--- config.mk ---
export PLATFORM = sky130hd
export DESIGN_NAME = fmau_retire
export DESIGN_NICKNAME = d
export VERILOG_FILES = /design/src/rtl/fmau_pkg.sv /design/src/rtl/fmau_retire.sv
export SDC_FILE = /design/constraint.sdc
export NUM_CORES = 1
export LEC_CHECK = 0
export ABC_AREA = 1
export BUFFER_PORTS_ARGS = -buffer_cell sky130_fd_sc_hd__buf_4
export CORE_MARGIN = 5
export CORE_UTILIZATION = 45
export CTS_CLUSTER_SIZE = 25
export DETAILED_ROUTE_END_ITERATION = 7
export PLACE_DENSITY = 0.83
export SYNTH_ARGS = -nofsm -noshare
export SYNTH_HDL_FRONTEND = slang
export SYNTH_SLANG_ARGS = --single-unit
--- constraint.sdc ---
create_clock -name forever_cpuclk -period 10.27 [get_ports forever_cpuclk]
set_clock_uncertainty 0.1 [all_clocks]
set_input_delay 1.027 -clock forever_cpuclk [delete_from_list [all_inputs] [get_ports forever_cpuclk]]
set_output_delay 1.027 -clock forever_cpuclk [all_outputs]
set_load 0.03 [all_outputs]
--- src/rtl/fmau_pkg.sv ---
// Shared widths, flag positions, types and latency-class constants for the MAC unit.
package fmau_pkg;

  // Operand and result width.
  localparam int unsigned DATA_W = 64;
  // Lane width for single and simd operations.
  localparam int unsigned HALF_W = 32;
  // Default tag width.
  localparam int unsigned TAG_W_DEF = 4;

  // Bit positions inside the instruction flags.
  localparam int unsigned OP_MAC  = 2;
  localparam int unsigned OP_DBL  = 1;
  localparam int unsigned OP_SIMD = 0;

  // Bit positions inside the special class.
  localparam int unsigned SPEC_A_ZERO = 0;
  localparam int unsigned SPEC_B_ZERO = 1;

  // Finish-slot distances, counted from EX1.
  localparam int unsigned LAT_EX3 = 3;
  localparam int unsigned LAT_EX4 = 4;
  localparam int unsigned LAT_EX5 = 5;

  // Operand or result word.
  typedef logic [DATA_W-1:0] fmau_data_t;

  // Instruction tag, returned with the result.
  typedef logic [TAG_W_DEF-1:0] fmau_tag_t;

  // Special class: multiplicand zero, multiplier zero.
  typedef logic [1:0] fmau_spec_t;

  // Instruction flags: mac, dst_double, simd.
  typedef logic [2:0] fmau_op_t;

  // Finish-slot reservation vector.
  // Bit i set means a result finishes i+1 cycles from now.
  typedef logic [LAT_EX5-1:0] fmau_slot_t;

  // One 32-bit lane.
  typedef logic [HALF_W-1:0] fmau_half_t;

endpackage

--- src/rtl/fmau_retire.sv ---
// Output side of the MAC unit: picks the finishing stage and holds the result register.
module fmau_retire #(
  parameter int unsigned TAG_W = 4
) (
  input  logic                 forever_cpuclk,
  input  logic                 arst_n,
  input  logic                 wb_stall,
  input  logic                 ex2_ready_in_ex3,
  input  logic                 ex3_ready_in_ex4,
  input  logic                 ex4_done_in_ex5,
  input  fmau_pkg::fmau_data_t ex3_result,
  input  fmau_pkg::fmau_data_t ex4_result,
  input  fmau_pkg::fmau_data_t ex5_result,
  input  logic [TAG_W-1:0]     ex3_tag,
  input  logic [TAG_W-1:0]     ex4_tag,
  input  logic [TAG_W-1:0]     ex5_tag,
  output logic                 res_vld,
  output fmau_pkg::fmau_data_t res_data,
  output logic [TAG_W-1:0]     res_tag,
  output logic                 freeze
);

  logic                 fin3_q;
  logic                 fin4_q;
  logic                 fin5_q;
  logic                 hold_vld;
  fmau_pkg::fmau_data_t hold_data;
  logic [TAG_W-1:0]     hold_tag;

  // Full output register under stall holds the whole unit.
  assign freeze = res_vld && wb_stall;

  // Which stage finishes this cycle, then the captured result.
  always_ff @(posedge forever_cpuclk or negedge arst_n) begin
    if (!arst_n) begin
      fin3_q   <= 1'b0;
      fin4_q   <= 1'b0;
      fin5_q   <= 1'b0;
      hold_vld <= 1'b0;
      res_vld  <= 1'b0;
    end else if (!freeze) begin
      fin3_q   <= ex2_ready_in_ex3;
      fin4_q   <= ex3_ready_in_ex4;
      fin5_q   <= ex4_done_in_ex5;
      hold_vld <= fin3_q || fin4_q || fin5_q;
      res_vld  <= hold_vld;
    end
  end

  // Slots keep at most one finisher per cycle.
  always_ff @(posedge forever_cpuclk) begin
    if (!freeze) begin
      if (fin5_q) begin
        hold_data <= ex5_result;
        hold_tag  <= ex5_tag;
      end else if (fin4_q) begin
        hold_data <= ex4_result;
        hold_tag  <= ex4_tag;
      end else if (fin3_q) begin
        hold_data <= ex3_result;
        hold_tag  <= ex3_tag;
      end
      if (hold_vld) begin
        res_data <= hold_data;
        res_tag  <= hold_tag;
      end
    end
  end

endmodule

# Yosys cells after proc, flatten, opt, wreduce, memory -nomap -nowiden
# Index checks and enable logic that the tools add are counted.
# word_totals
regBits	141
inputBits	210
out_inout_bits	70
word_cells	22
# classes
muxes	6
bitwise	1
n_reduce_logical	6
# ops
operator	count
two-way mux 64 bit	3
two-way mux 4 bit	3
AND reduction 2 bit	2
nonzero test 3 bit	1
logical OR 1 bit	2
logical AND 1 bit	1
inverter 1 bit	1

# Depth between registers and ports, before layout
# logic_depth
depth_word	3
ltp_mapped	7
ltp_nobuf	4

# Least setup slack after synthesis
# OpenSTA, ideal clock, no wires.
# synth_path
kind	input-to-reg
from	in wb_stall
to	reg res_data[0], enable pin
setup_ns	0.495
t_arrival_ns	4.279
t_required_ns	9.675
setup_slack_ns	5.396
cell_stages	3
n_path_buf	0
cell_sequence	nand2_1 > inv_1 > nor2_1
# synth_via
elab_chain_len	3
# synth_lines
element	line	text
from (decl)	fmau_retire.sv:7	input logic wb_stall,
logical AND 1 bit	fmau_retire.sv:31	assign freeze = res_vld && wb_stall;
via freeze	fmau_retire.sv:20	output logic freeze
inverter 1 bit (no source line)	n/a	
AND reduction 2 bit (no source line)	n/a	
to (signal assigned)	fmau_retire.sv:64	res_data <= hold_data;
to (decl)	fmau_retire.sv:18	output fmau_pkg::fmau_data_t res_data,
# The timed path passes the listed nets, and every way through them passes these cells.
# A chain may end at the register's enable or synchronous reset.

# Final worst setup path
# layout_path
from	reg fin5_q
to	reg hold_data[20], enable pin
# layout_via
elab_chain_len	2
# layout_lines
element	line	text
from (decl)	fmau_retire.sv:25	logic fin5_q;
from (signal assigned)	fmau_retire.sv:44	fin5_q <= ex4_done_in_ex5;
nonzero test 3 bit (no source line)	n/a	
AND reduction 2 bit (no source line)	n/a	
to (signal assigned)	fmau_retire.sv:54	hold_data <= ex5_result;
to (signal assigned)	fmau_retire.sv:57	hold_data <= ex4_result;
to (signal assigned)	fmau_retire.sv:60	hold_data <= ex3_result;
to (decl)	fmau_retire.sv:27	fmau_pkg::fmau_data_t hold_data;
# Every way passes these cells.

==> metrics.log <==
INFO  metric drt.antenna.violating_nets = 0
INFO  metric worst_setup_hold_path_clk_slew = approximately 0.060 ns
INFO  metric drt_first_pass_iters = 4
INFO  metric setup_crit_end_kind = flop
INFO  metric critical_path_arrival = about 3 ns
INFO  metric dieWidth = roughly 130 um
INFO  metric drt-wirelength-per-cell = roughly 14 um
INFO  metric drt_wirelength = between 15 and 20 mm
INFO  metric drt_via_density = 4.53
INFO  metric cts.path.max_buffers = 2
INFO  metric layout-area-overhead-vs-synth = 43.2%
INFO  metric yosys.cell_types.count = 13
INFO  metric antenna_violations_before_repair = 0
INFO  metric finish.utilization = around 66%
INFO  metric vias = 5119
INFO  metric outcome = finished, final reports clean
INFO  metric cts-root-buf = clkbuf_16
INFO  metric period_share = a little under a third
INFO  metric synthTopCellsByArea = edfxtp_1, nand2_1, inv_1, nand3_1, dfrtp_1
INFO  metric io-pin-count = 280
INFO  metric post-place-cells = 1101
INFO  metric top_cell_type_s_share_of_synthesized_area = roughly 65%
INFO  metric relSlewSlack = between 20% and 30%
INFO  metric postSynthRegisterBits = roughly 140
INFO  metric cts_h_tree_depth = 4
INFO  metric final-hold-violation-count = 0
INFO  metric first_global_vias = about 4900
INFO  metric post-route-min-period = just over 3 ns
INFO  metric die_height = 129 um
INFO  metric seq_area_frac_synth = 66.5%
INFO  metric worstMarginPinSlew = around 1.2 ns
INFO  metric core_region_area = 0.0138 mm2
INFO  metric cts_inserted_buffers = 17
INFO  metric pwr_cell_area = between 200 and 250 mW/mm2
INFO  metric synth_nets = about 900
INFO  metric drc = 0
INFO  metric detailedPlacementHpwl = 11.2 mm
INFO  metric row_count = between 40 and 50
INFO  metric post_route_cells_drive_above_1_share = between 30% and 40%
INFO  metric post_cts.resized_instances = 0
INFO  metric finalHoldWorstSlack = 0.313 ns
INFO  metric critPathKind = reg2reg
INFO  metric placedInstanceArea = roughly 0.0085 mm2
INFO  metric clkLatencyLatePin = around 0.40 ns
INFO  metric grt.overflow.total = 0
INFO  metric max_cap_violations = 0
INFO  metric first_drt_iteration_drcs = 238
INFO  metric setup_viol = 0
INFO  metric setup.worst_path.start = fin5_q
INFO  metric post_synth.cell_area_avg = 9.49 um2
INFO  metric final_common_cell = buf_4
INFO  metric postCtsSetupBuffers = 0
INFO  metric syn_inst = 667
INFO  metric crit_path_max_fanout = 70
INFO  metric globalRouteTotalUtil = ~18%
INFO  metric portBuffers = about 280
INFO  metric total_leakage_power = approximately 4.7 nW
INFO  metric fillCellCount = roughly 1100
INFO  metric final_sum_of_negative_setup_slack = 0 ns
INFO  metric finalNetCount = between 1000 and 1500
INFO  metric max-vdd-ir-drop = between 0.0001 and 0.00015 V
INFO  metric final_design_area_no_fill = 0.00906 mm2
INFO  metric synth_warnings = 0
INFO  metric starting_density = a little under half
INFO  metric design.die.area = about 0.017 mm2
INFO  metric rsz_0062_raised_after_global_routing = false
INFO  metric post_route_insts_no_fill = about 1100
INFO  metric synth_top_area_cell = edfxtp_1
INFO  metric post_cts_hold_buffer_count = 0
INFO  metric crit-reg2reg-launch = fin5_q
INFO  metric n_antenna_cell = 0
INFO  metric most-common-layout-cells = buf_4, nand2_1, inv_1
INFO  metric cts_tree = yes
INFO  metric hold_class = in2async
INFO  metric critPathLaunchType = flop
INFO  metric grt_start_max_net_pins = 71
INFO  metric mappedNetlistArea = 0.00633 mm2
INFO  metric cts.sink_count = 141
INFO  metric last_weighted_congestion_value_of_the_routability_driven_placer = approximately 0.85
INFO  metric slew_viol_final = 0
INFO  metric first_pass_grt_wire_length = 23.2 mm
INFO  metric timing.fmax = approximately 0.32 GHz
INFO  metric critical_path_required = ~10 ns
==> where the power goes <==
group / switching, mW / internal, mW / leakage, nW
registers: 0.0351 / 0.831 / 1.38
clock network: 0.206 / 0.352 / 0.268
logic: 0.351 / 0.185 / 3.03
==> registers in the layout, indices dropped and copies added (netlist names) <==
register and cells:
fin3_q 1, fin4_q 1, fin5_q 1, hold_data 64
hold_tag 4, hold_vld 1, res_data 64, res_tag 4
res_vld 1
==> cell families after synthesis <==
logic type             after synthesis  share of synthesized area [%]
AND/OR/NAND/NOR                    353                           22.3
buffers and inverters              171                           11.1
flip-flops                         141                           66.5
AO/OA/AOI/OAI                        2                          0.158
==> Yosys cell counts (all sizes together) <==
| master | count |
|---|---|
| dfrtp | 5 |
| edfxtp | 136 |
| inv | 141 |
| clkbuf | 4 |
| nor2 | 2 |
| nand2 | 283 |
| nand3 | 68 |
| o21ai | 2 |
| buf | 26 |
==> final timing paths <==
| kind | end | slack [ns] | cells after the start |
|---|---|---|---|
| setup reg to reg | hold_data[20] | 7.16 | 6 |
| setup / recovery | hold_data[20] | 7.16 | 6 |
| hold reg to reg | res_data[41] | 0.31 | 0 |
| hold / removal | fin5_q | 0.31 | 1 |
| max in group asynchronous | fin4_q | 9.64 | 1 |
| min in group forever_cpuclk | res_data[41] | 0.31 | 0 |
==> metal layers <==
layer / global-route usage (%) / part of all wire (%)
met5: 0 / 0
met4: 8.28 / 2.6
met3: 5.19 / 8.6
met2: 31.6 / 52
met1: 20.2 / 37
==> through the flow <==
step	total power [mW]	worst slack [ns]
after floorplan	1.20	5.40
after global placement	1.41	7.22
after detailed placement	1.42	7.16
after CTS	1.98	7.14
after global routing	2.06	6.91
final	1.96	7.16
==> critical path, cell delays in order (launching register included) <==
cell	delay [ns]
dfrtp_2	0.33
buf_4	0.55
inv_2	0.65
nand2_1	0.21
nand2_1	0.10
inv_2	0.05
buf_4	0.69
==> cell type report <==
cell class | instances | area [um2] | area share [%]
clock buffers | 21 | 440 | 4.86
clock inverters | 9 | 97.6 | 1.08
inverters | 141 | 529 | 5.84
multi-input cells | 355 | 1430 | 15.8
flip-flops and latches | 141 | 4210 | 46.5
well taps | 180 | 225 | 2.48
repair buffers | 284 | 2130 | 23.5
Note: power is estimated with default switching activity, not from simulation.
