## config.mk

```make
export PLATFORM = sky130hd
export DESIGN_NAME = fmau_ctrl
export DESIGN_NICKNAME = d
export VERILOG_FILES = /design/src/rtl/fmau_pkg.sv /design/src/rtl/fmau_ctrl.sv
export SDC_FILE = /design/constraint.sdc
export NUM_CORES = 1
export LEC_CHECK = 0
export BUFFER_PORTS_ARGS = -buffer_cell sky130_fd_sc_hd__buf_2
export CAP_MARGIN = 20
export CORE_AREA = 2 2 39 41
export DETAILED_ROUTE_END_ITERATION = 7
export DIE_AREA = 0 0 41 43
export PLACE_DENSITY = 0.46
export RECOVER_POWER = 25
export SLEW_MARGIN = 30
export SYNTH_ARGS = -nofsm -noshare
export SYNTH_HDL_FRONTEND = slang
export SYNTH_SLANG_ARGS = --single-unit
```

## constraint.sdc

```tcl
create_clock -name vclk -period 2.2
set_clock_uncertainty 0.2 [all_clocks]
set_input_delay 0.22 -clock vclk [all_inputs]
set_output_delay 0.22 -clock vclk [all_outputs]
set_load 0.02 [all_outputs]
```

## src/rtl/fmau_pkg.sv

```systemverilog
// Shared widths, flag positions, types and latency-class constants for the MAC unit.
package fmau_pkg;

  // Operand and result width.
  localparam int unsigned DATA_W = 64;
  // Lane width for single and simd operations.
  localparam int unsigned HALF_W = 32;
  // Default tag width.
  localparam int unsigned TAG_W_DEF = 4;

  // Bit positions inside the instruction flags.
  localparam int unsigned OP_MAC  = 2;
  localparam int unsigned OP_DBL  = 1;
  localparam int unsigned OP_SIMD = 0;

  // Bit positions inside the special class.
  localparam int unsigned SPEC_A_ZERO = 0;
  localparam int unsigned SPEC_B_ZERO = 1;

  // Finish-slot distances, counted from EX1.
  localparam int unsigned LAT_EX3 = 3;
  localparam int unsigned LAT_EX4 = 4;
  localparam int unsigned LAT_EX5 = 5;

  // Operand or result word.
  typedef logic [DATA_W-1:0] fmau_data_t;

  // Instruction tag, returned with the result.
  typedef logic [TAG_W_DEF-1:0] fmau_tag_t;

  // Special class: multiplicand zero, multiplier zero.
  typedef logic [1:0] fmau_spec_t;

  // Instruction flags: mac, dst_double, simd.
  typedef logic [2:0] fmau_op_t;

  // Finish-slot reservation vector.
  // Bit i set means a result finishes i+1 cycles from now.
  typedef logic [LAT_EX5-1:0] fmau_slot_t;

  // One 32-bit lane.
  typedef logic [HALF_W-1:0] fmau_half_t;

endpackage

```

## src/rtl/fmau_ctrl.sv

```systemverilog
// Stage controller of the MAC unit: per-stage advance and early-finish strobes.
module fmau_ctrl (
  input  logic                 ex1_sel,
  input  logic                 ex2_sel,
  input  logic                 ex3_sel,
  input  logic                 ex4_sel,
  input  fmau_pkg::fmau_op_t   ex2_op,
  input  fmau_pkg::fmau_op_t   ex3_op,
  input  fmau_pkg::fmau_op_t   ex4_op,
  input  fmau_pkg::fmau_spec_t ex2_spec,
  input  logic                 ex3_special_cmplt,
  input  logic                 freeze,
  output logic                 ex1_pipe_down,
  output logic                 ex2_pipe_down,
  output logic                 ex3_pipe_down,
  output logic                 ex4_pipe_down,
  output logic                 ex2_ready_in_ex3,
  output logic                 ex3_ready_in_ex4,
  output logic                 ex4_done_in_ex5
);

  logic ex3_continue;

  // EX1 and EX2 never finish.
  assign ex1_pipe_down = ex1_sel && !freeze;
  assign ex2_pipe_down = ex2_sel && !freeze;

  // Non-simd special or single multiply ends in EX3.
  assign ex2_ready_in_ex3 = ex2_sel &&
                            (((|ex2_spec) && !ex2_op[fmau_pkg::OP_SIMD]) ||
                             (!ex2_op[fmau_pkg::OP_MAC] && !ex2_op[fmau_pkg::OP_DBL]));

  // Goes on to EX4 unless already done.
  assign ex3_continue  = (ex3_op[fmau_pkg::OP_MAC] || ex3_op[fmau_pkg::OP_DBL]) &&
                         !ex3_special_cmplt;
  assign ex3_pipe_down = ex3_sel && ex3_continue && !freeze;

  // Exactly one of mac and double ends in EX4.
  assign ex3_ready_in_ex4 = ex3_sel && !ex3_special_cmplt &&
                            (ex3_op[fmau_pkg::OP_MAC] ^ ex3_op[fmau_pkg::OP_DBL]);

  // Double accumulate needs EX5.
  assign ex4_done_in_ex5 = ex4_sel && ex4_op[fmau_pkg::OP_MAC] && ex4_op[fmau_pkg::OP_DBL];
  assign ex4_pipe_down   = ex4_done_in_ex5 && !freeze;

endmodule

```

After elaboration in Yosys (flattened, before gate mapping)
Cells that the tools add are included.
Widths: inputs -> output; s select.
{"block": "op_classes", "n_bitwise": 1, "n_reduce_logical": 21}
{"cell": "$logic_and 1x1->1", "count": 13}
{"cell": "$logic_not 1->1", "count": 5}
{"cell": "$logic_or 1x1->1", "count": 2}
{"cell": "$reduce_or 2->1", "count": 1}
{"cell": "$xor 1x1->1", "count": 1}
{"block": "word_totals", "ff_bits": 0, "inputBits": 17, "output_inout_bits": 7, "elab_cells": 22}

Longest topological paths before layout
Gate-level depths: netlist (run 1).
{"block": "depth", "ltp_word": 4, "depth_mapped": 3, "mapped_depth_nobuf": 3}

Least setup slack after synthesis (run 1)
Ideal clock, no wire load.
{"block": "synth_timing", "path_kind": "input -> output", "start": "in ex3_op[1]", "end": "out ex3_pipe_down", "arrival_ns": 0.931, "t_required_ns": 1.780, "slack_ns": 0.849, "stages": 3, "n_path_buf": 0, "cell_sequence": "inv_1 -> ha_1 -> nor4b_2"}
{"block": "synth_via", "elab_chain_len": 4}
{"item": "from (decl)", "line_no": "fmau_ctrl.sv:8", "source": "input fmau_pkg::fmau_op_t ex3_op,"}
{"item": "$logic_or 1x1->1", "line_no": "fmau_ctrl.sv:34", "source": "assign ex3_continue = (ex3_op[fmau_pkg::OP_MAC] || ex3_op[fmau_pkg::OP_DBL]) &&"}
{"item": "$logic_and 1x1->1", "line_no": "fmau_ctrl.sv:34"}
{"item": "$logic_and 1x1->1 (2 in a row)", "line_no": "fmau_ctrl.sv:36", "source": "assign ex3_pipe_down = ex3_sel && ex3_continue && !freeze;"}
{"item": "to (decl)", "line_no": "fmau_ctrl.sv:15", "source": "output logic ex3_pipe_down,"}
No other way between the ends.

Worst setup path after layout (run 1)
Ends and elaborated chain as after synthesis.

==> run metrics, run 1 <==
Worst path max stage delay ~230 ps; # hold bufs at CTS 0; Finished Cell Area around 230 µm²; crit path capture type output port; routed length on met3 66 µm; slew margin rel. 83.5%; type of the most critical hold path in2out; most frequent cells after synthesis inv_1, nor2b_1; Max Cap Viol 0; initial antenna violation count 0; crit-path max FO 1; pwr dens 166 nW/µm²; site row count 14; met1 wire length roughly 130 µm; CP bufs+invs 3; Seq/Total Area, Yosys 0%; WL/cell 6.40 µm; proportion of layout cells with a drive suffix above 1 about two thirds; library cells used by synthesis 10; GRT overflow 0; clk_buf instances 0; Max Used Layer met3; post-synthesis cell count 12; Post-DP Area 226 µm²; gpl congestion about 0.58; crit path launch type input pin; vias in the first global route about 110; min Tclk post-route 1370 ps; Setup Fix Bufs, Post-CTS 0; hold path depth 3; CP Depth 5; Sw Ratio 46.8%; io pins 24; Finished Core Util 16.3%; Avg Inst Size Synth between 8 and 9 µm²; ranking of synthesized cells by area nor4b_2, ha_1, nor2b_1; Comb pwr share between 90% and 100%; wire length on met2 around 130 µm; global-route wire length before repair 414 µm; Reg power frac 0%; Routed WL ~320 µm; CP cell instances buf_2, inv_1, ha_1, nor4b_2, buf_2; Iteration-0 DRC Markers 0; pin slew with the least headroom to its limit ~250 ps; Final period util between 60 and 70%; internal power just under 0.02 mW; Critical Path RT 1780 ps; Initial Util between 6 and 7%; RSZ-0062 raised after global routing no; Critical Path AT 950 ps; Die ar. 1760 µm²; Slew Viols, Final 0; Final nets 54; port bufs 22; Worst VDD drop approximately 0.035 mV; Clock Power Share 0%; post-CTS resize count 0; Setup CP Type in2out; cell area after synthesis ~96 µm²; Crit path top cell by count buf_2; die width approximately 40 µm; via count 170; drt via density about 3.4; GRT Util Overall 3.10%; sw power around 0.017 mW; Setup crit end ex3_pipe_down; largest area contributor in the netlist nor4b_2; Core Footprint 1380 µm²; Area growth syn-to-layout 134%; antenna cells 0; status complete, no violations; Synth top area share between 15 and 20%; Final setup violation count 0; final hold vios 0; DRT Pass-1 Iters 1; Leakage approximately 0.14 nW; die height ~43 µm; synthesized net count 30; largest net degree at the start of global routing 5; Critical Path Source ex3_op[1]; DRC 0; seq_cells 0; Reg area 0 µm²; cell class contributing the biggest share of worst-path delay buffers and inverters; Routed Antenna Nets 0; Fmax between 700 and 800 MHz; CP max stage cell nor4b_2; warnings from Yosys 0; setup tns final 0 ps
-- cell type report --
cell class | instances | area, µm²
fillers | 164 | 1160
inverters | 2 | 7.51
multi-input cells | 10 | 88.8
repair buffers | 22 | 109
well taps | 16 | 20.0
-- power by group through the flow --
stage	sequential, mW	clock, mW	combinational (mW)
2_1_floorplan	0	0	0.0178
6_report	0	0	0.0374
5_1_grt	0	0	0.0412
3_3_place_gp	0	0	0.0379
3_5_place_dp	0	0	0.0382
4_1_cts	0	0	0.0383
-- placed cells by master (no fill, tap or decap) --
| master | instances |
|---|---|
| buf_2 | 21 |
| inv_1 | 2 |
| nor2b_1 | 2 |
| nor2_1 | 1 |
| o21ba_1 | 1 |
| o21a_1 | 1 |
| nor4b_2 | 1 |
| and3b_1 | 1 |
| and3_4 | 1 |
| and2b_1 | 1 |
| ha_1 | 1 |
| clkbuf_1 | 1 |
-- stage by stage --
stage               worst slack, ps  hold slack (ps)  std cells  total power [mW]
finish                          833              519         50            0.0374
global route                    800              531         50            0.0412
CTS                             822              522         50            0.0383
detailed placement              827              522         50            0.0382
global placement                837              516         50            0.0379
floorplan                       849              293         12            0.0178
-- routing by layer --
layer	global-route usage, %	up-vias
met5	0	-
met4	0	0
met3	0.524	0
met2	4.69	17
met1	4.75	66
li1	-	87
-- logic make-up (layout without fill, tap and decap cells) --
family                   after synthesis  count (layout)  share of synthesized area (%)
buffers and inverters                  2              24                           7.80
AO/OA/AOI/OAI                          2               2                           18.2
AND/OR/NAND/NOR                        7               7                           61.0
adder cells (fa/ha/maj)                1               1                           13.0
-- how the worst min path moves through the flow --
stage,from,end,slack [ps]
floorplan,freeze,ex3_pipe_down,290
global placement,ex3_special_cmplt,ex3_pipe_down,520
detailed placement,ex3_special_cmplt,ex3_pipe_down,520
CTS,ex3_special_cmplt,ex3_pipe_down,520
global route,ex3_special_cmplt,ex3_pipe_down,530
finish,ex3_special_cmplt,ex3_pipe_down,520
(Power assumes the default switching activity.)
==> run 2, diff against run 1 <==
==> constraint.sdc (replaced) <==
create_clock -name vclk -period 1.4
set_clock_uncertainty 0.2 [all_clocks]
set_input_delay 0.14 -clock vclk [all_inputs]
set_output_delay 0.14 -clock vclk [all_outputs]
set_load 0.02 [all_outputs]
==> run 2 against run 1 <==
  * Sequential cell count unchanged
  * Critical path depth unchanged
  * Wire length up 0.63%
  * Count of clock-buffer cells in the layout unchanged
  * Worst hold slack worse by 160 ps
  * Power up 57%
  * Combinational power up 56%
  * First-iteration DRC count unchanged
  * Final cell count unchanged
  * Global-route usage unchanged
  * Critical endpoint unchanged
  * Highest routed layer unchanged
==> run metrics, run 2 (synthesis gave the netlist of run 1 again) <==
antenna cells 0; Leakage roughly 0.14 nW; Core Footprint 1380 µm²; gpl congestion 0.575; Final period util between 80 and 90%; Initial Util under 10%; type of the most critical hold path in2out; setup tns final 0 ps; DRT Pass-1 Iters 1; Area growth syn-to-layout 134%; vias in the first global route 110; io pins 24; crit path capture type output port; Slew Viols, Final 0; Iteration-0 DRC Markers 0; crit-path max FO 1; Max Cap Viol 0; Worst VDD drop about 0.054 mV; Final setup violation count 0; min Tclk post-route ~1200 ps; drt via density between 3 and 4; final hold vios 0; Die ar. around 1800 µm²; Worst Setup Slack, final just under 200 ps; initial antenna violation count 0; hold path depth 3; post-CTS resize count 0; port bufs 22; status complete, no violations; proportion of layout cells with a drive suffix above 1 between 60% and 70%; most common cell after layout, fill and taps aside buf_2; die width approximately 41 µm; Routed Antenna Nets 0; Fmax 828 MHz; seq_cells 0; Finished Core Util between 10% and 20%; # hold bufs at CTS 0; RSZ-0062 raised after global routing no; Critical Path AT approximately 870 ps; pwr dens between 200 and 300 nW/µm²; Setup CP Type in2out; number of fill cells between 150 and 200; Setup Slack @ Placement roughly 190 ps; GRT Util Overall 3.10%; die height about 43 µm; largest net degree at the start of global routing 5; WL/cell 6.44 µm; Routed WL about 320 µm; via count 167; Critical Path RT between 1000 and 1500 ps; crit path launch type input pin; slew margin rel. between 80% and 90%; pin slew with the least headroom to its limit about 250 ps; clk_buf instances 0; GRT overflow 0; global-route wire length before repair about 410 µm; Reg area 0 µm²; Setup Fix Bufs, Post-CTS 0; Final nets 54; site row count 14; commonest non-fill, non-tap cells in the layout buf_2, inv_1, nor2b_1; DRC 0; area of the multi-input gates a little under 90 µm²
run 2: report_power, final:
part | switching, mW | internal [mW] | total [mW]
combinational | 0.0273 | 0.0312 | 0.0585
sequential | 0 | 0 | 0
clock | 0 | 0 | 0
run 2: path summary, 6_finish.rpt:
check              start       endpoint  slack (ps)
max            ex3_op[1]  ex3_pipe_down         190
min    ex3_special_cmplt  ex3_pipe_down         360
run 2: final cells by class:
class,instances,area share [%]
repair buffers,22,48.3
inverters,2,3.33
well taps,16,8.89
multi-input cells,10,39.4
run 2: per-layer routing:
| metal | vias up | global-route usage (%) | share of wire, % |
|---|---|---|---|
| met1 | 64 | 4.43 | 39 |
| met4 | 0 | 0 | 0 |
| met2 | 17 | 4.69 | 38 |
| met3 | 0 | 1.05 | 23 |
| met5 | - | 0 | 0 |
| li1 | 86 | - | - |
run 2: stage by stage:
step / total power [mW] / hold slack [ps] / instances / area (µm²)
2_1_floorplan: 0.0280 / 133 / 12 / 96.3
3_3_place_gp: 0.0596 / 356 / 50 / 226
3_5_place_dp: 0.0600 / 360 / 50 / 226
4_1_cts: 0.0602 / 361 / 50 / 226
5_1_grt: 0.0646 / 370 / 50 / 225
6_report: 0.0585 / 357 / 50 / 225
run 2: worst max-delay path, cell delays in order:
cell and delay [ps]:
buf_2 80, inv_1 30, ha_1 200, nor4b_2 230, buf_2 200
