**src/rtl/fmau_pkg.sv**
```systemverilog
// Shared widths, flag positions, types and latency-class constants for the MAC unit.
package fmau_pkg;

  // Operand and result width.
  localparam int unsigned DATA_W = 64;
  // Lane width for single and simd operations.
  localparam int unsigned HALF_W = 32;
  // Default tag width.
  localparam int unsigned TAG_W_DEF = 4;

  // Bit positions inside the instruction flags.
  localparam int unsigned OP_MAC  = 2;
  localparam int unsigned OP_DBL  = 1;
  localparam int unsigned OP_SIMD = 0;

  // Bit positions inside the special class.
  localparam int unsigned SPEC_A_ZERO = 0;
  localparam int unsigned SPEC_B_ZERO = 1;

  // Finish-slot distances, counted from EX1.
  localparam int unsigned LAT_EX3 = 3;
  localparam int unsigned LAT_EX4 = 4;
  localparam int unsigned LAT_EX5 = 5;

  // Operand or result word.
  typedef logic [DATA_W-1:0] fmau_data_t;

  // Instruction tag, returned with the result.
  typedef logic [TAG_W_DEF-1:0] fmau_tag_t;

  // Special class: multiplicand zero, multiplier zero.
  typedef logic [1:0] fmau_spec_t;

  // Instruction flags: mac, dst_double, simd.
  typedef logic [2:0] fmau_op_t;

  // Finish-slot reservation vector.
  // Bit i set means a result finishes i+1 cycles from now.
  typedef logic [LAT_EX5-1:0] fmau_slot_t;

  // One 32-bit lane.
  typedef logic [HALF_W-1:0] fmau_half_t;

endpackage

```
**src/rtl/fmau_issue.sv**
```systemverilog
// Input side of the MAC unit: accepts instructions, carries the stage chain, reserves slots.
module fmau_issue #(
  parameter int unsigned TAG_W = 4
) (
  input  logic                 forever_cpuclk,
  input  logic                 arst_n,
  input  logic                 issue_vld,
  input  fmau_pkg::fmau_op_t   issue_op,
  input  logic [TAG_W-1:0]     issue_tag,
  input  fmau_pkg::fmau_data_t src_a,
  input  fmau_pkg::fmau_data_t src_b,
  input  fmau_pkg::fmau_data_t src_c,
  input  logic                 freeze,
  output logic                 issue_ready,
  output logic                 ex1_sel,
  output logic                 ex2_sel,
  output logic                 ex3_sel,
  output logic                 ex4_sel,
  output fmau_pkg::fmau_op_t   ex1_op,
  output fmau_pkg::fmau_op_t   ex2_op,
  output fmau_pkg::fmau_op_t   ex3_op,
  output fmau_pkg::fmau_op_t   ex4_op,
  output logic [TAG_W-1:0]     ex3_tag,
  output logic [TAG_W-1:0]     ex4_tag,
  output fmau_pkg::fmau_data_t ex1_src_a,
  output fmau_pkg::fmau_data_t ex1_src_b,
  output fmau_pkg::fmau_data_t ex1_src_c
);

  logic                 rdy_q;
  logic                 accept;
  logic                 a_zero;
  logic                 b_zero;
  logic                 is_special;
  logic                 is_fast;
  logic [2:0]           fin_dist;
  fmau_pkg::fmau_slot_t slot_q;
  fmau_pkg::fmau_slot_t slot_shift;
  logic                 collide;
  logic [TAG_W-1:0]     ex1_tag;
  logic [TAG_W-1:0]     ex2_tag;
  logic                 ex1_fast;
  logic                 ex2_fast;
  logic                 ex3_fast;

  // Zero operand check in the active width.
  assign a_zero = issue_op[fmau_pkg::OP_DBL] ? (src_a == '0)
                                              : (src_a[fmau_pkg::HALF_W-1:0] == '0);
  assign b_zero = issue_op[fmau_pkg::OP_DBL] ? (src_b == '0)
                                              : (src_b[fmau_pkg::HALF_W-1:0] == '0);
  // Simd never exits early.
  assign is_special = (a_zero || b_zero) && !issue_op[fmau_pkg::OP_SIMD];

  // Finishes in EX3.
  assign is_fast = is_special ||
                   (!issue_op[fmau_pkg::OP_MAC] && !issue_op[fmau_pkg::OP_DBL]);

  // Finish distance from EX1.
  always_comb begin
    if (is_fast) begin
      fin_dist = 3'(fmau_pkg::LAT_EX3);
    end else if (issue_op[fmau_pkg::OP_MAC] && issue_op[fmau_pkg::OP_DBL]) begin
      fin_dist = 3'(fmau_pkg::LAT_EX5);
    end else begin
      fin_dist = 3'(fmau_pkg::LAT_EX4);
    end
  end

  // Reservations one cycle on.
  assign slot_shift = slot_q >> 1;
  assign collide    = slot_shift[fin_dist-3'd1];

  assign issue_ready = rdy_q && !freeze && !collide;
  assign accept      = issue_vld && issue_ready;

  // Ready comes up one cycle after reset.
  always_ff @(posedge forever_cpuclk or negedge arst_n) begin
    if (!arst_n) begin
      rdy_q <= 1'b0;
    end else begin
      rdy_q <= 1'b1;
    end
  end

  // Slot vector and stage valids.
  always_ff @(posedge forever_cpuclk or negedge arst_n) begin
    if (!arst_n) begin
      slot_q  <= '0;
      ex1_sel <= 1'b0;
      ex2_sel <= 1'b0;
      ex3_sel <= 1'b0;
      ex4_sel <= 1'b0;
    end else if (!freeze) begin
      slot_q <= slot_shift;
      if (accept) begin
        slot_q[fin_dist-3'd1] <= 1'b1;
      end
      ex1_sel <= accept;
      ex2_sel <= ex1_sel;
      ex3_sel <= ex2_sel;
      // EX3 finishers leave the chain.
      ex4_sel <= ex3_sel && !ex3_fast;
    end
  end

  // Flags, tags and operands.
  always_ff @(posedge forever_cpuclk) begin
    if (!freeze) begin
      if (accept) begin
        ex1_op    <= issue_op;
        ex1_tag   <= issue_tag;
        ex1_fast  <= is_fast;
        ex1_src_a <= src_a;
        ex1_src_b <= src_b;
        ex1_src_c <= src_c;
      end
      ex2_op   <= ex1_op;
      ex2_tag  <= ex1_tag;
      ex2_fast <= ex1_fast;
      ex3_op   <= ex2_op;
      ex3_tag  <= ex2_tag;
      ex3_fast <= ex2_fast;
      ex4_op   <= ex3_op;
      ex4_tag  <= ex3_tag;
    end
  end

endmodule

```
**config.mk**
```make
export PLATFORM = sky130hd
export DESIGN_NAME = fmau_issue
export DESIGN_NICKNAME = d
export VERILOG_FILES = /design/src/rtl/fmau_pkg.sv /design/src/rtl/fmau_issue.sv
export SDC_FILE = /design/constraint.sdc
export NUM_CORES = 1
export LEC_CHECK = 0
export ABC_CLOCK_PERIOD_IN_PS = 21300
export CAP_MARGIN = 30
export CORE_AREA = 2 2 161 163
export CTS_CLUSTER_SIZE = 10
export DETAILED_ROUTE_END_ITERATION = 8
export DIE_AREA = 0 0 163 165
export DONT_BUFFER_PORTS = 1
export GPL_TIMING_DRIVEN = 0
export PLACE_DENSITY_LB_ADDON = 0.2
export SYNTH_ARGS = -nofsm -noshare
export SYNTH_HDL_FRONTEND = slang
export SYNTH_SLANG_ARGS = --single-unit
```
**constraint.sdc**
```tcl
create_clock -name forever_cpuclk -period 21.3 [get_ports forever_cpuclk]
set_clock_uncertainty 0.15 [all_clocks]
set_input_delay 4.26 -clock forever_cpuclk [delete_from_list [all_inputs] [get_ports forever_cpuclk]]
set_output_delay 4.26 -clock forever_cpuclk [all_outputs]
set_load 0.01 [all_outputs]
```
## After elaboration in Yosys (flattened, before gate mapping)

Cells that the tools add are included.

- Register bits: 233
- Bits in latches: 0
- RAM bits: 0
- Memory bits (read-only): 0
- Bits of input ports: 203
- Word-level logic and storage cells: 55
- Memories: 0

- $add $sub $neg: 1
- Multipliers: 0
- Div/mod/pow operators: 0
- Magnitude comparators: 2
- Equality and inequality tests: 0
- Shift-type cells: 0
- Mux-type cells: 9
- Bitwise operators: 2
- Reductions and logical operators: 21

Operator list:

| kind | number |
|---|---|
| 64-bit logical NOT | 2 |
| 32-bit logical NOT | 2 |
| 1-bit logical AND | 8 |
| 1-bit logical NOT | 6 |
| 1-bit 2-to-1 mux | 5 |
| 5-bit 2-to-1 mux | 1 |
| 4-bit by 5-bit OR with 5-bit output | 1 |
| 3-bit by 4-bit < comparator with 1-bit output (second input constant) | 1 |
| 1-bit binary-select mux with 3-bit select | 1 |
| 1-bit demux with 3-bit select | 1 |
| 3-bit by 1-bit >= comparator with 1-bit output (second input constant) | 1 |
| 3-bit 2-to-1 mux | 1 |
| 3-bit by 1-bit subtractor with 3-bit output (second input constant) | 1 |
| 1-bit logical OR | 2 |
| 2-bit AND reduction | 1 |
| 1-bit inverter | 1 |

## Logic depth before layout (Yosys ltp)

Gate-level depths: netlist of the first run.

- Word-level depth: 13
- Depth in mapped cells: 6
- Depth with buffers taken out: 6

## Worst setup path after synthesis of the first run

OpenSTA, ideal clock, no wires.

- Kind: input to register
- Start: input src_a[23]
- End: register ex1_fast (enable)
- Data arrival time: 18,840 ps
- Required time: 20,143 ps
- Setup slack: 1,304 ps
- Stages on the path: 5
- Cells stage by stage: or3_1 -> nor3_2 -> a22oi_2 -> mux2_4 -> nor3_1

- Longest elaborated chain between the ends: 13
- Elaborated cells between the ends (all ways): 14

Ends and longest elaborated chain:

| item | line | source |
|---|---|---|
| start: declaration | fmau_issue.sv:10 | `input fmau_pkg::fmau_data_t src_a,` |
| 64-bit logical NOT / 32-bit logical NOT (equally long branches) | fmau_issue.sv:47, fmau_issue.sv:48 |  |
| 1-bit 2-to-1 mux (*) | fmau_issue.sv:47 | `assign a_zero = issue_op[fmau_pkg::OP_DBL] ? (src_a == '0)` |
| 1-bit logical OR (*) | fmau_issue.sv:52 | `assign is_special = (a_zero \|\| b_zero) && !issue_op[fmau_pkg::OP_SIMD];` |
| 1-bit logical AND (*) | fmau_issue.sv:52 |  |
| 1-bit logical OR (*) | fmau_issue.sv:55 | `assign is_fast = is_special \|\|` |
| 3-bit 2-to-1 mux (*) | fmau_issue.sv:60 | `if (is_fast) begin` |
| 3-bit by 1-bit subtractor with 3-bit output (*) | fmau_issue.sv:71 | `assign collide = slot_shift[fin_dist-3'd1];` |
| 1-bit binary-select mux with 3-bit select (*) | fmau_issue.sv:71 |  |
| 1-bit 2-to-1 mux (implied by the code) (*) | fmau_issue.sv:71 |  |
| 1-bit logical NOT (*) | fmau_issue.sv:73 | `assign issue_ready = rdy_q && !freeze && !collide;` |
| 1-bit logical AND (*) | fmau_issue.sv:73 |  |
| 1-bit logical AND (*) | fmau_issue.sv:74 | `assign accept = issue_vld && issue_ready;` |
| 2-bit AND reduction (no line) (*) | -- |  |
| end signal: assignment | fmau_issue.sv:112 | `ex1_fast <= is_fast;` |
| end: declaration | fmau_issue.sv:42 | `logic ex1_fast;` |

Mark *: on every way between the ends. The rest lies on a longest branch, timed or not. The select of a mux whose other input is x is not followed.
A chain may end at the register's enable or synchronous reset.

## Final worst setup path of the first run

- Start: input src_a[13]
- End: output issue_ready

- Longest elaborated chain between the ends: 11
- Elaborated cells between the ends (all ways): 12

Ends and longest elaborated chain:

| item | line | source |
|---|---|---|
| 64-bit logical NOT / 32-bit logical NOT (equally long branches) | fmau_issue.sv:47, fmau_issue.sv:48 |  |
| 1-bit 2-to-1 mux (*) | fmau_issue.sv:47 |  |
| 1-bit logical OR (*) | fmau_issue.sv:52 |  |
| 1-bit logical AND (*) | fmau_issue.sv:52 |  |
| 1-bit logical OR (*) | fmau_issue.sv:55 |  |
| 3-bit 2-to-1 mux (*) | fmau_issue.sv:60 |  |
| 3-bit by 1-bit subtractor with 3-bit output (*) | fmau_issue.sv:71 |  |
| 1-bit binary-select mux with 3-bit select (*) | fmau_issue.sv:71 |  |
| 1-bit 2-to-1 mux (implied by the code) (*) | fmau_issue.sv:71 |  |
| 1-bit logical NOT (*) | fmau_issue.sv:73 |  |
| 1-bit logical AND (*) | fmau_issue.sv:73 |  |
| end: declaration | fmau_issue.sv:14 | `output logic issue_ready,` |

Marked as above.

==> results of run 1 <==
==> layout make-up <==
cell class,count,share of cell area
plain buffers,1,0.000432
clock buffers,38,0.0825
inverters,1,0.000432
multi-input cells,76,0.0582
flip-flops and latches,230,0.791
well taps,330,0.0475
repair buffers,15,0.0199
==> flip-flops by register name, summed over array words and instances, names as in the netlist, 2 cells and up <==
register / count
ex1_src_a: 64
ex1_src_b: 64
ex1_src_c: 64
ex1_tag: 4
ex2_tag: 4
ex3_tag: 4
ex4_tag: 4
ex1_op: 3
ex2_op: 3
ex3_op: 3
ex4_op: 3
slot_q: 2
==> worst max path at each step <==
| stage | from | endpoint | depth (start not counted) |
|---|---|---|---|
| 5_1_grt | src_a[20] | issue_ready | 6 |
| 3_5_place_dp | src_a[20] | issue_ready | 6 |
| 6_report | src_a[13] | issue_ready | 6 |
| 4_1_cts | src_a[20] | issue_ready | 6 |
| 2_1_floorplan | src_a[23] | ex1_fast$_DFFE_PP_ | 5 |
| 3_3_place_gp | src_a[20] | ex1_src_a[53]$_DFFE_PP_ | 6 |
==> cell families (layout without fill, tap and decap cells) <==
| group | count (synthesis) | after routing | synth area share |
|---|---|---|---|
| DFF | 230 | 230 | 0.931 |
| other | 1 | 1 | 0.000508 |
| buffers and inverters | 2 | 55 | 0.00102 |
| AOI/OAI and AO/OA | 10 | 10 | 0.0112 |
| muxes | 3 | 3 | 0.00509 |
| and+or+nand+nor | 62 | 62 | 0.0510 |
==> synthesized netlist by cell type (all sizes together) <==
master / n / area (µm²)
edfxtp: 223 / 6700
nor4: 30 / 188
nand4: 8 / 50.1
dfrtp: 7 / 175
nand2: 6 / 22.5
nor2: 5 / 18.8
o21ai: 4 / 20.0
mux2: 3 / 37.5
nor2b: 3 / 18.8
nor3: 3 / 25.0
a32o: 2 / 20.0
and2: 2 / 12.5
or3: 2 / 12.5
a22oi: 1 / 12.5
a2bb2oi: 1 / 8.76
and2b: 1 / 7.51
and3: 1 / 6.26
clkbuf: 1 / 3.75
conb: 1 / 3.75
inv: 1 / 3.75
nor4b: 1 / 15.0
o2111ai: 1 / 8.76
o31ai: 1 / 12.5
==> per-stage QoR <==
stage,hold slack [ns],utilization,instance area [µm²]
after floorplan,0.250,-,7380
after global placement,0.250,0.311,7790
after detailed placement,0.255,0.318,7970
after CTS,0.268,0.347,8690
after global routing,0.275,0.347,8690
final,0.267,0.347,8690
==> placed cells by master, fill, tap and decap left out <==
cell and count:
o21ai_1 1, and3_1 1, o2111ai_1 1, clkbuf_1 12, nor4_1 30, nor2b_1 3, and2b_1 1, o31ai_2 1
and2_1 2, mux2_4 1, buf_6 14, inv_1 1, a2bb2oi_1 1, nor4b_2 1, nand4_1 8, nor3_2 3
nand2_1 6, o21ai_0 3, buf_8 1, edfxtp_1 223, conb_1 1, a22oi_2 1, dfrtp_1 7, or3_1 2
a32o_1 2, clkbuf_16 27, mux2_2 2, nor2_1 5
==> per-layer routing <==
| layer | wire [µm] | share of wire |
|---|---|---|
| met4 | 297 | 0.017 |
| met3 | 2360 | 0.14 |
| met5 | 0 | 0 |
| met2 | 9210 | 0.54 |
| met1 | 5240 | 0.31 |
==> power groups by stage <==
| stage | registers, W | clock network [W] | logic, W |
|---|---|---|---|
| final | 0.000528 | 0.000384 | 0.0000140 |
| after global routing | 0.000530 | 0.000414 | 0.0000157 |
| after CTS | 0.000529 | 0.000397 | 0.0000144 |
| after detailed placement | 0.000538 | 0 | 0.0000143 |
| after global placement | 0.000546 | 0 | 0.0000111 |
| after floorplan | 0.000540 | 0 | 0.00000864 |
==> results.ini, run 1 <==
[final_layout]
antenna_cells=0
drive_gt1_frac=0.141
seqCellArea_mm2=0.00687
syn2layout_area_growth_pct=17.7
multi_input_area_um2=505
nets=554
final_cells=691
fillers=2349

[critical_path]
end_kind=primary output
crit_arrival_ns=6.33
critPathMaxFanout=3
critPathRequiredTime_ns=16.89
crit_path_top_delay_cell=nor4_1
crit_path_start_kind=input port
rrSetupSlack_ns=18.57
r2r_start=slot_q[4]$_DFFE_PN0N_
reg2reg_depth=7
cp_top_family=simple AND/OR/NAND/NOR gates
reg2reg_to=ex1_src_c[27]$_DFFE_PP_
critPathKind=in -> out
cp_num_buf_inv=0
crit_chain=nor4_1 > nand4_1 > nor3_2 > a22oi_2 > a32o_1 > nor4b_2
cp_slowest_stage_delay_ns=0.61

[synthesis]
synth_cell_types=26
synth_fp_nets=511
syn_inst=308
ys_seq_elements=230
ys_seq_area_frac=0.931
ys_warn_count=0
synth_area_per_cell_um2=24.0
synth_area_mm2=0.00738

[global_route]
antenna_found_initial=0
top_usage_layer=met2
grt_util_all_layers=0.117
grt_util_met1=0.105
use_met3=0.0645
grt_pass1_vias=3599
gr-total-overflow=0
grt_pass1_wl_um=22900
use_met2=0.221
grt_max_degree=26

[worst_hold_path]
min_path_cells=0
holdPathEnd=ex2_tag[1]$_DFFE_PN_
hp-start=ex1_tag[1]$_DFFE_PP_
hp-class=reg -> reg

[timing]
finalSetupViolations=0
finalMaxSlewViolations=0
hold_violations=0
fin_crit_sh=0.504
tns_ns=0
fin_ws_ns=10.56
min_period_ns=10.74
fmax_mhz=93.1
tightestPinTransition_ns=0.978
rsz0062_at_grt=no
slew_headroom=0.347

[pwr]
total_power_w=0.000926
swShare=0.193
p_sw_w=0.000178
seqPwrFrac=0.570
internal_power_w=0.000748
clock_power_share=0.415
ir_drop_mv=0.0539
p_leak_nw=2.70
pwr_density_cell_mw_per_mm2=107
combPwrFrac=0.015

[routing]
drt-initial-drc-count=211
postRouteAntennaNets=0
drc=0
viasPerCell=4.71
drt-pass1-iter-count=4
dr_total_vias=3256
drt_wl_total_um=17100
wl_per_cell_um=24.8

[outcome]
status=finished, final reports clean

[clock_tree]
clk_latency_ns=0.51
ctsRootBufferMaster=clkbuf_16
clock-sinks=230
post_cts_buffers=0
htreeDepth=1
cts_tree=done
cts_resized=0
cts_made_buffers=26
hold_buffers=0
clkSlewWorstSetupHoldPaths_ns=0.05
max-clock-path-buffers=3

[run]
max_cap_violations=0

[placed_design]
dp_slack_ns=10.31
gp_congestion=0.762
dpl.cell_count=653
dp_hpwl_um=13200
portBuffers=0

[floorplanning]
start_util=0.295
die_w_um=163
io_pins=420
die_y_um=165
core_area_mm2=0.0250
rows=58
die_area_mm2=0.0269

No activity file was read; power rests on OpenSTA's default activity.
==> inputs of run 2 (changes only) <==
Settings changed: ABC_CLOCK_PERIOD_IN_PS 21300 to 8900.
Clock period 21.3 ns to 8.9 ns, I/O delays scaled along.
==> results.ini, run 2 (synthesized netlist as in run 1, its figures left out) <==
[final_layout]
final_common_cell=edfxtp_1
syn2layout_area_growth_pct=18.7
drive_gt1_frac=0.129  ; -0.0121
final_cell_mix=223 x edfxtp_1, 30 x nor4_1, 27 x clkbuf_16
nets=549  ; -0.90%
fillers=2343  ; -0.26%
top_regs=ex1_src_a (64), ex1_src_b (64), ex1_src_c (64)
final_cells=687  ; -0.58%
final_area_mm2=0.00876  ; +0.85%

[placed_design]
dp_slack_ns=2.98  ; -7.33 ns
portBuffers=0  ; unchanged
gp_congestion=0.755  ; -0.98%
dpl.cell_count=648  ; -0.77%
dpl-instance-area_mm2=0.00804  ; +0.89%
dp_hpwl_um=13100  ; -0.80%

[timing]
slew_headroom=0.361  ; +0.0144
tightestPinTransition_ns=0.957  ; -0.0216 ns
fmax_mhz=175
hold_violations=0  ; unchanged
min_period_ns=5.72
rsz0062_at_grt=no
fin_crit_sh=0.642
fin_ws_ns=3.18  ; -7.38 ns
finalSetupViolations=0  ; unchanged
finalMaxSlewViolations=0  ; unchanged
tns_ns=0  ; unchanged

[routing]
postRouteAntennaNets=0  ; unchanged
met2_length_um=9090  ; -1.3%
drt-initial-drc-count=177  ; -16%
viasPerCell=4.68  ; -0.75%
m1WireLength_um=5310  ; +1.4%
wl_per_cell_um=24.7  ; -0.19%
drc=0  ; unchanged
wl_met3_um=2190  ; -7.3%
dr_total_vias=3213  ; -1.3%
route.top_layer_used=met4
drt-pass1-iter-count=4  ; unchanged
drt_wl_total_um=17000  ; -0.77%

[critical_path]
critPathKind=in -> out
crit_path_start_kind=input port
critPathMaxFanout=3  ; unchanged
r2r_start=slot_q[4]$_DFFE_PN0N_
crit_arrival_ns=3.79  ; -2.54 ns
cp-startpoint=src_a[56]
critPathRequiredTime_ns=6.97  ; -9.92 ns
end_kind=primary output

[floorplanning]
start_util=0.295  ; unchanged
io_pins=420  ; unchanged
core_area_mm2=0.0250  ; unchanged
die_w_um=163  ; unchanged
rows=58  ; unchanged
die_y_um=165  ; unchanged
die_area_mm2=0.0269  ; unchanged

[global_route]
grt_util_all_layers=0.115  ; -0.00112
gr-total-overflow=0  ; unchanged
antenna_found_initial=1  ; +1
grt_pass1_vias=3464  ; -3.8%
grt_pass1_wl_um=22600  ; -1.3%
grt_max_degree=26  ; unchanged

[clock_tree]
post_cts_buffers=0  ; unchanged
cts_resized=0  ; unchanged
hold_buffers=0  ; unchanged
cts_made_buffers=26  ; unchanged
htreeDepth=1  ; unchanged
cts_tree=done
ctsRootBufferMaster=clkbuf_16
clkSlewWorstSetupHoldPaths_ns=0.06  ; about the same
max-clock-path-buffers=3  ; unchanged
clk_latency_ns=0.50  ; about the same
clock-sinks=230  ; unchanged

[pwr]
pwr_density_cell_mw_per_mm2=253  ; +140%
ir_drop_mv=0.136  ; +150%
p_leak_nw=2.71  ; +0.24%

[worst_hold_path]
hp-class=reg -> reg
hp-start=ex2_tag[2]$_DFFE_PN_

[outcome]
status=finished, final reports clean

[run]
max_cap_violations=0  ; unchanged

[run 2: cell count changes in the layout (fill, tap and decap cells not counted)]
cell | previous run | this run
nor3_2 | 3 | 2
buf_6 | 14 | 0
buf_16 | 0 | 7
diode_2 | 0 | 1
nor3_4 | 0 | 1
buf_8 | 1 | 3
[run 2: worst paths after layout]
check,to,slack (ns),cells past startpoint
worst max-delay path,issue_ready,3.18,6
worst min-delay path,ex3_tag[2]$_DFFE_PN_,0.26,0
worst max register to register,ex1_src_c[6]$_DFFE_PP_,6.35,7
worst min register to register,ex3_tag[2]$_DFFE_PN_,0.26,0
max in group asynchronous,ex4_sel$_DFFE_PN0N_,7.71,0
min in group asynchronous,ex2_sel$_DFFE_PN0N_,0.82,0
[run 2: final cells by class]
type | instances | area, µm² | share of cell area
inverter | 1 | 3.75 | 0.000428
timing repair buffer | 10 | 238 | 0.0271
antenna | 1 | 2.50 | 0.000286
multi-input combinational | 76 | 512 | 0.0584
clock buffer | 38 | 717 | 0.0818
sequential | 230 | 6870 | 0.784
tap | 330 | 413 | 0.0471
buffer | 1 | 3.75 | 0.000428
[run 2: metal layers]
metal / track usage / vias to the layer above
li1: - / 1358
met1: 0.111 / 1543
met2: 0.212 / 283
met3: 0.0570 / 29
met4: 0.0426 / 0
met5: 0 / -
[run 2: worst max-delay path, cell delays in order]
cell and delay, ns:
nor4_1 0.53, nand4_1 0.24, o21ai_1 0.28, a22oi_2 0.16
a32o_1 0.35, nor4b_2 0.44
[run 2: through the flow]
step                      utilization  total power, W  hold WS, ns
final                           0.350         0.00222        0.264
after global routing            0.350         0.00230        0.276
after CTS                       0.350         0.00225        0.266
after detailed placement        0.321         0.00133        0.255
after global placement          0.312         0.00132        0.251
after floorplan                     -         0.00130        0.250
[run 2: power breakdown]
part | internal [W] | leakage [nW] | switching (W) | total (W)
Combinational | 0.0000144 | 0.212 | 0.0000228 | 0.0000372
Sequential | 0.00123 | 2.15 | 0.0000318 | 0.00126
Clock | 0.000546 | 0.346 | 0.000368 | 0.000914
Total | 0.00179 | 2.71 | 0.000423 | 0.00222
==> inputs of run 3 (changes only) <==
Settings changed: ABC_CLOCK_PERIOD_IN_PS 8900 to 5600.
Clock period 8.9 ns to 5.6 ns, I/O delays scaled along.
==> results.ini, run 3 (synthesized netlist as in run 1, its figures left out) <==
[timing]
fmax_mhz=227
fin_crit_sh=0.787
slew_headroom=0.407  ; +0.0451
rsz0062_at_grt=no
min_period_ns=4.41
tightestPinTransition_ns=0.887  ; -0.0695 ns
finalSetupViolations=0  ; unchanged
finalMaxSlewViolations=0  ; unchanged
hold_violations=0  ; unchanged
holdWs_ns=0.144  ; -0.120 ns

[pwr]
p_leak_nw=2.71  ; about the same
p_sw_w=0.000692  ; +64%
clock_power_share=0.417  ; +0.004
swShare=0.195  ; +0.00428
ir_drop_mv=0.195  ; +44%
internal_power_w=0.00285  ; +59%
pwr_density_cell_mw_per_mm2=405  ; +60%
total_power_w=0.00355  ; +60%
combPwrFrac=0.017  ; about the same
seqPwrFrac=0.567  ; -0.004

[critical_path]
end_kind=primary output
cp_slowest_stage_delay_ns=0.53  ; about the same
reg2reg_to=ex1_src_a[19]$_DFFE_PP_
crit_path_top_delay_cell=nor4_1
rrSetupSlack_ns=2.58  ; -3.77 ns
crit_end=issue_ready
critPathMaxFanout=3  ; unchanged
cp_top_family=simple AND/OR/NAND/NOR gates
critPathRequiredTime_ns=4.33  ; -2.64 ns
cp-startpoint=src_a[13]
cp.depth=6  ; unchanged
crit_chain=nor4_1 > nand4_1 > nor3_2 > a22oi_2 > a32o_1 > nor4b_2
r2r_start=slot_q[4]$_DFFE_PN0N_
critPathKind=in -> out
crit_path_start_kind=input port
cp_num_buf_inv=0  ; unchanged
reg2reg_depth=7  ; unchanged
crit_arrival_ns=3.14  ; -0.65 ns

[routing]
dr_total_vias=3231  ; +0.56%
drt-pass1-iter-count=4  ; unchanged
drt-initial-drc-count=157  ; -11%
postRouteAntennaNets=0  ; unchanged
viasPerCell=4.70  ; +0.56%
drt_wl_total_um=17300  ; +1.8%
wl_per_cell_um=25.2  ; +1.8%
drc=0  ; unchanged

[final_layout]
drive_gt1_frac=0.132  ; +0.00244
nets=550  ; +0.18%
antenna_cells=0  ; -1
fillers=2341  ; -0.085%
top_regs=ex1_src_a (64), ex1_src_b (64), ex1_src_c (64)
final_cell_mix=223 x edfxtp_1, 30 x nor4_1, 27 x clkbuf_16
final_common_cell=edfxtp_1
syn2layout_area_growth_pct=18.6  ; about the same

[clock_tree]
cts_tree=done
clock-sinks=230  ; unchanged
clk_latency_ns=0.52  ; +0.02 ns
cts_made_buffers=27  ; +3.8%
cts_resized=0  ; unchanged
htreeDepth=1  ; unchanged
ctsRootBufferMaster=clkbuf_16
max-clock-path-buffers=3  ; unchanged
hold_buffers=0  ; unchanged
post_cts_buffers=0  ; unchanged
clkSlewWorstSetupHoldPaths_ns=0.05  ; about the same

[placed_design]
portBuffers=0  ; unchanged
dp_hpwl_um=13300  ; +1.4%
gp_congestion=0.772  ; +2.3%

[global_route]
antenna_found_initial=0  ; -1
grt_max_degree=26  ; unchanged
gr-total-overflow=0  ; unchanged
grt_pass1_vias=3489  ; +0.72%
grt_util_all_layers=0.118  ; +0.00272
grt_pass1_wl_um=23000  ; +2.0%

[floorplanning]
die_w_um=163  ; unchanged
core_area_mm2=0.0250  ; unchanged
start_util=0.295  ; unchanged
die_y_um=165  ; unchanged
io_pins=420  ; unchanged
die_area_mm2=0.0269  ; unchanged
rows=58  ; unchanged

[outcome]
status=finished, final reports clean

[worst_hold_path]
hp-class=in -> async

[run]
max_cap_violations=0  ; unchanged

==> run 3: per-layer routing <==
metal  vias to the layer above  GRT usage  part of all wire
li1                       1356          -                 -
met2                       271      0.220              0.54
met4                         0     0.0430             0.024
met5                         -          0                 0
met3                        34     0.0598              0.13
met1                      1570      0.111              0.31
==> run 3: cell type report <==
cell class	instances	area (µm²)	share of cell area
plain buffers	1	3.75	0.000429
clock buffers	38	717	0.0819
clock inverters	1	8.76	0.00100
inverters	1	3.75	0.000429
multi-input cells	76	512	0.0585
flip-flops and latches	230	6870	0.785
well taps	330	413	0.0472
repair buffers	10	225	0.0257
==> run 3: how the worst min path moves through the flow <==
stage / start / to / slack, ns / depth (start not counted)
final: arst_n / ex4_sel$_DFFE_PN0N_ / 0.14 / 0
after global routing: arst_n / ex4_sel$_DFFE_PN0N_ / 0.12 / 0
after CTS: arst_n / ex2_sel$_DFFE_PN0N_ / 0.11 / 0
after detailed placement: ex1_tag[2]$_DFFE_PP_ / ex2_tag[2]$_DFFE_PN_ / 0.26 / 0
after global placement: ex1_fast$_DFFE_PP_ / ex2_fast$_DFFE_PN_ / 0.25 / 0
after floorplan: ex1_fast$_DFFE_PP_ / ex2_fast$_DFFE_PN_ / 0.25 / 0
==> run 3: power by group through the flow <==
stage	logic, W	registers [W]	clock network, W
after floorplan	0.0000335	0.00204	0
after global placement	0.0000426	0.00206	0
after detailed placement	0.0000576	0.00205	0
after CTS	0.0000582	0.00201	0.00153
after global routing	0.0000650	0.00201	0.00158
final	0.0000590	0.00201	0.00148
==> run 3: through the flow <==
| step | std cells | setup WS (ns) | util | TNS [ns] | cell area (µm²) |
|---|---|---|---|---|---|
| floorplan | 308 | -1.94 | - | -388.01 | 7390 |
| global placement | 638 | -4.13 | 0.312 | -822.82 | 7800 |
| detailed placement | 647 | 0.489 | 0.320 | 0 | 8000 |
| CTS | 686 | 0.887 | 0.349 | 0 | 8730 |
| global route | 687 | 0.807 | 0.350 | 0 | 8750 |
| finish | 687 | 1.19 | 0.350 | 0 | 8750 |
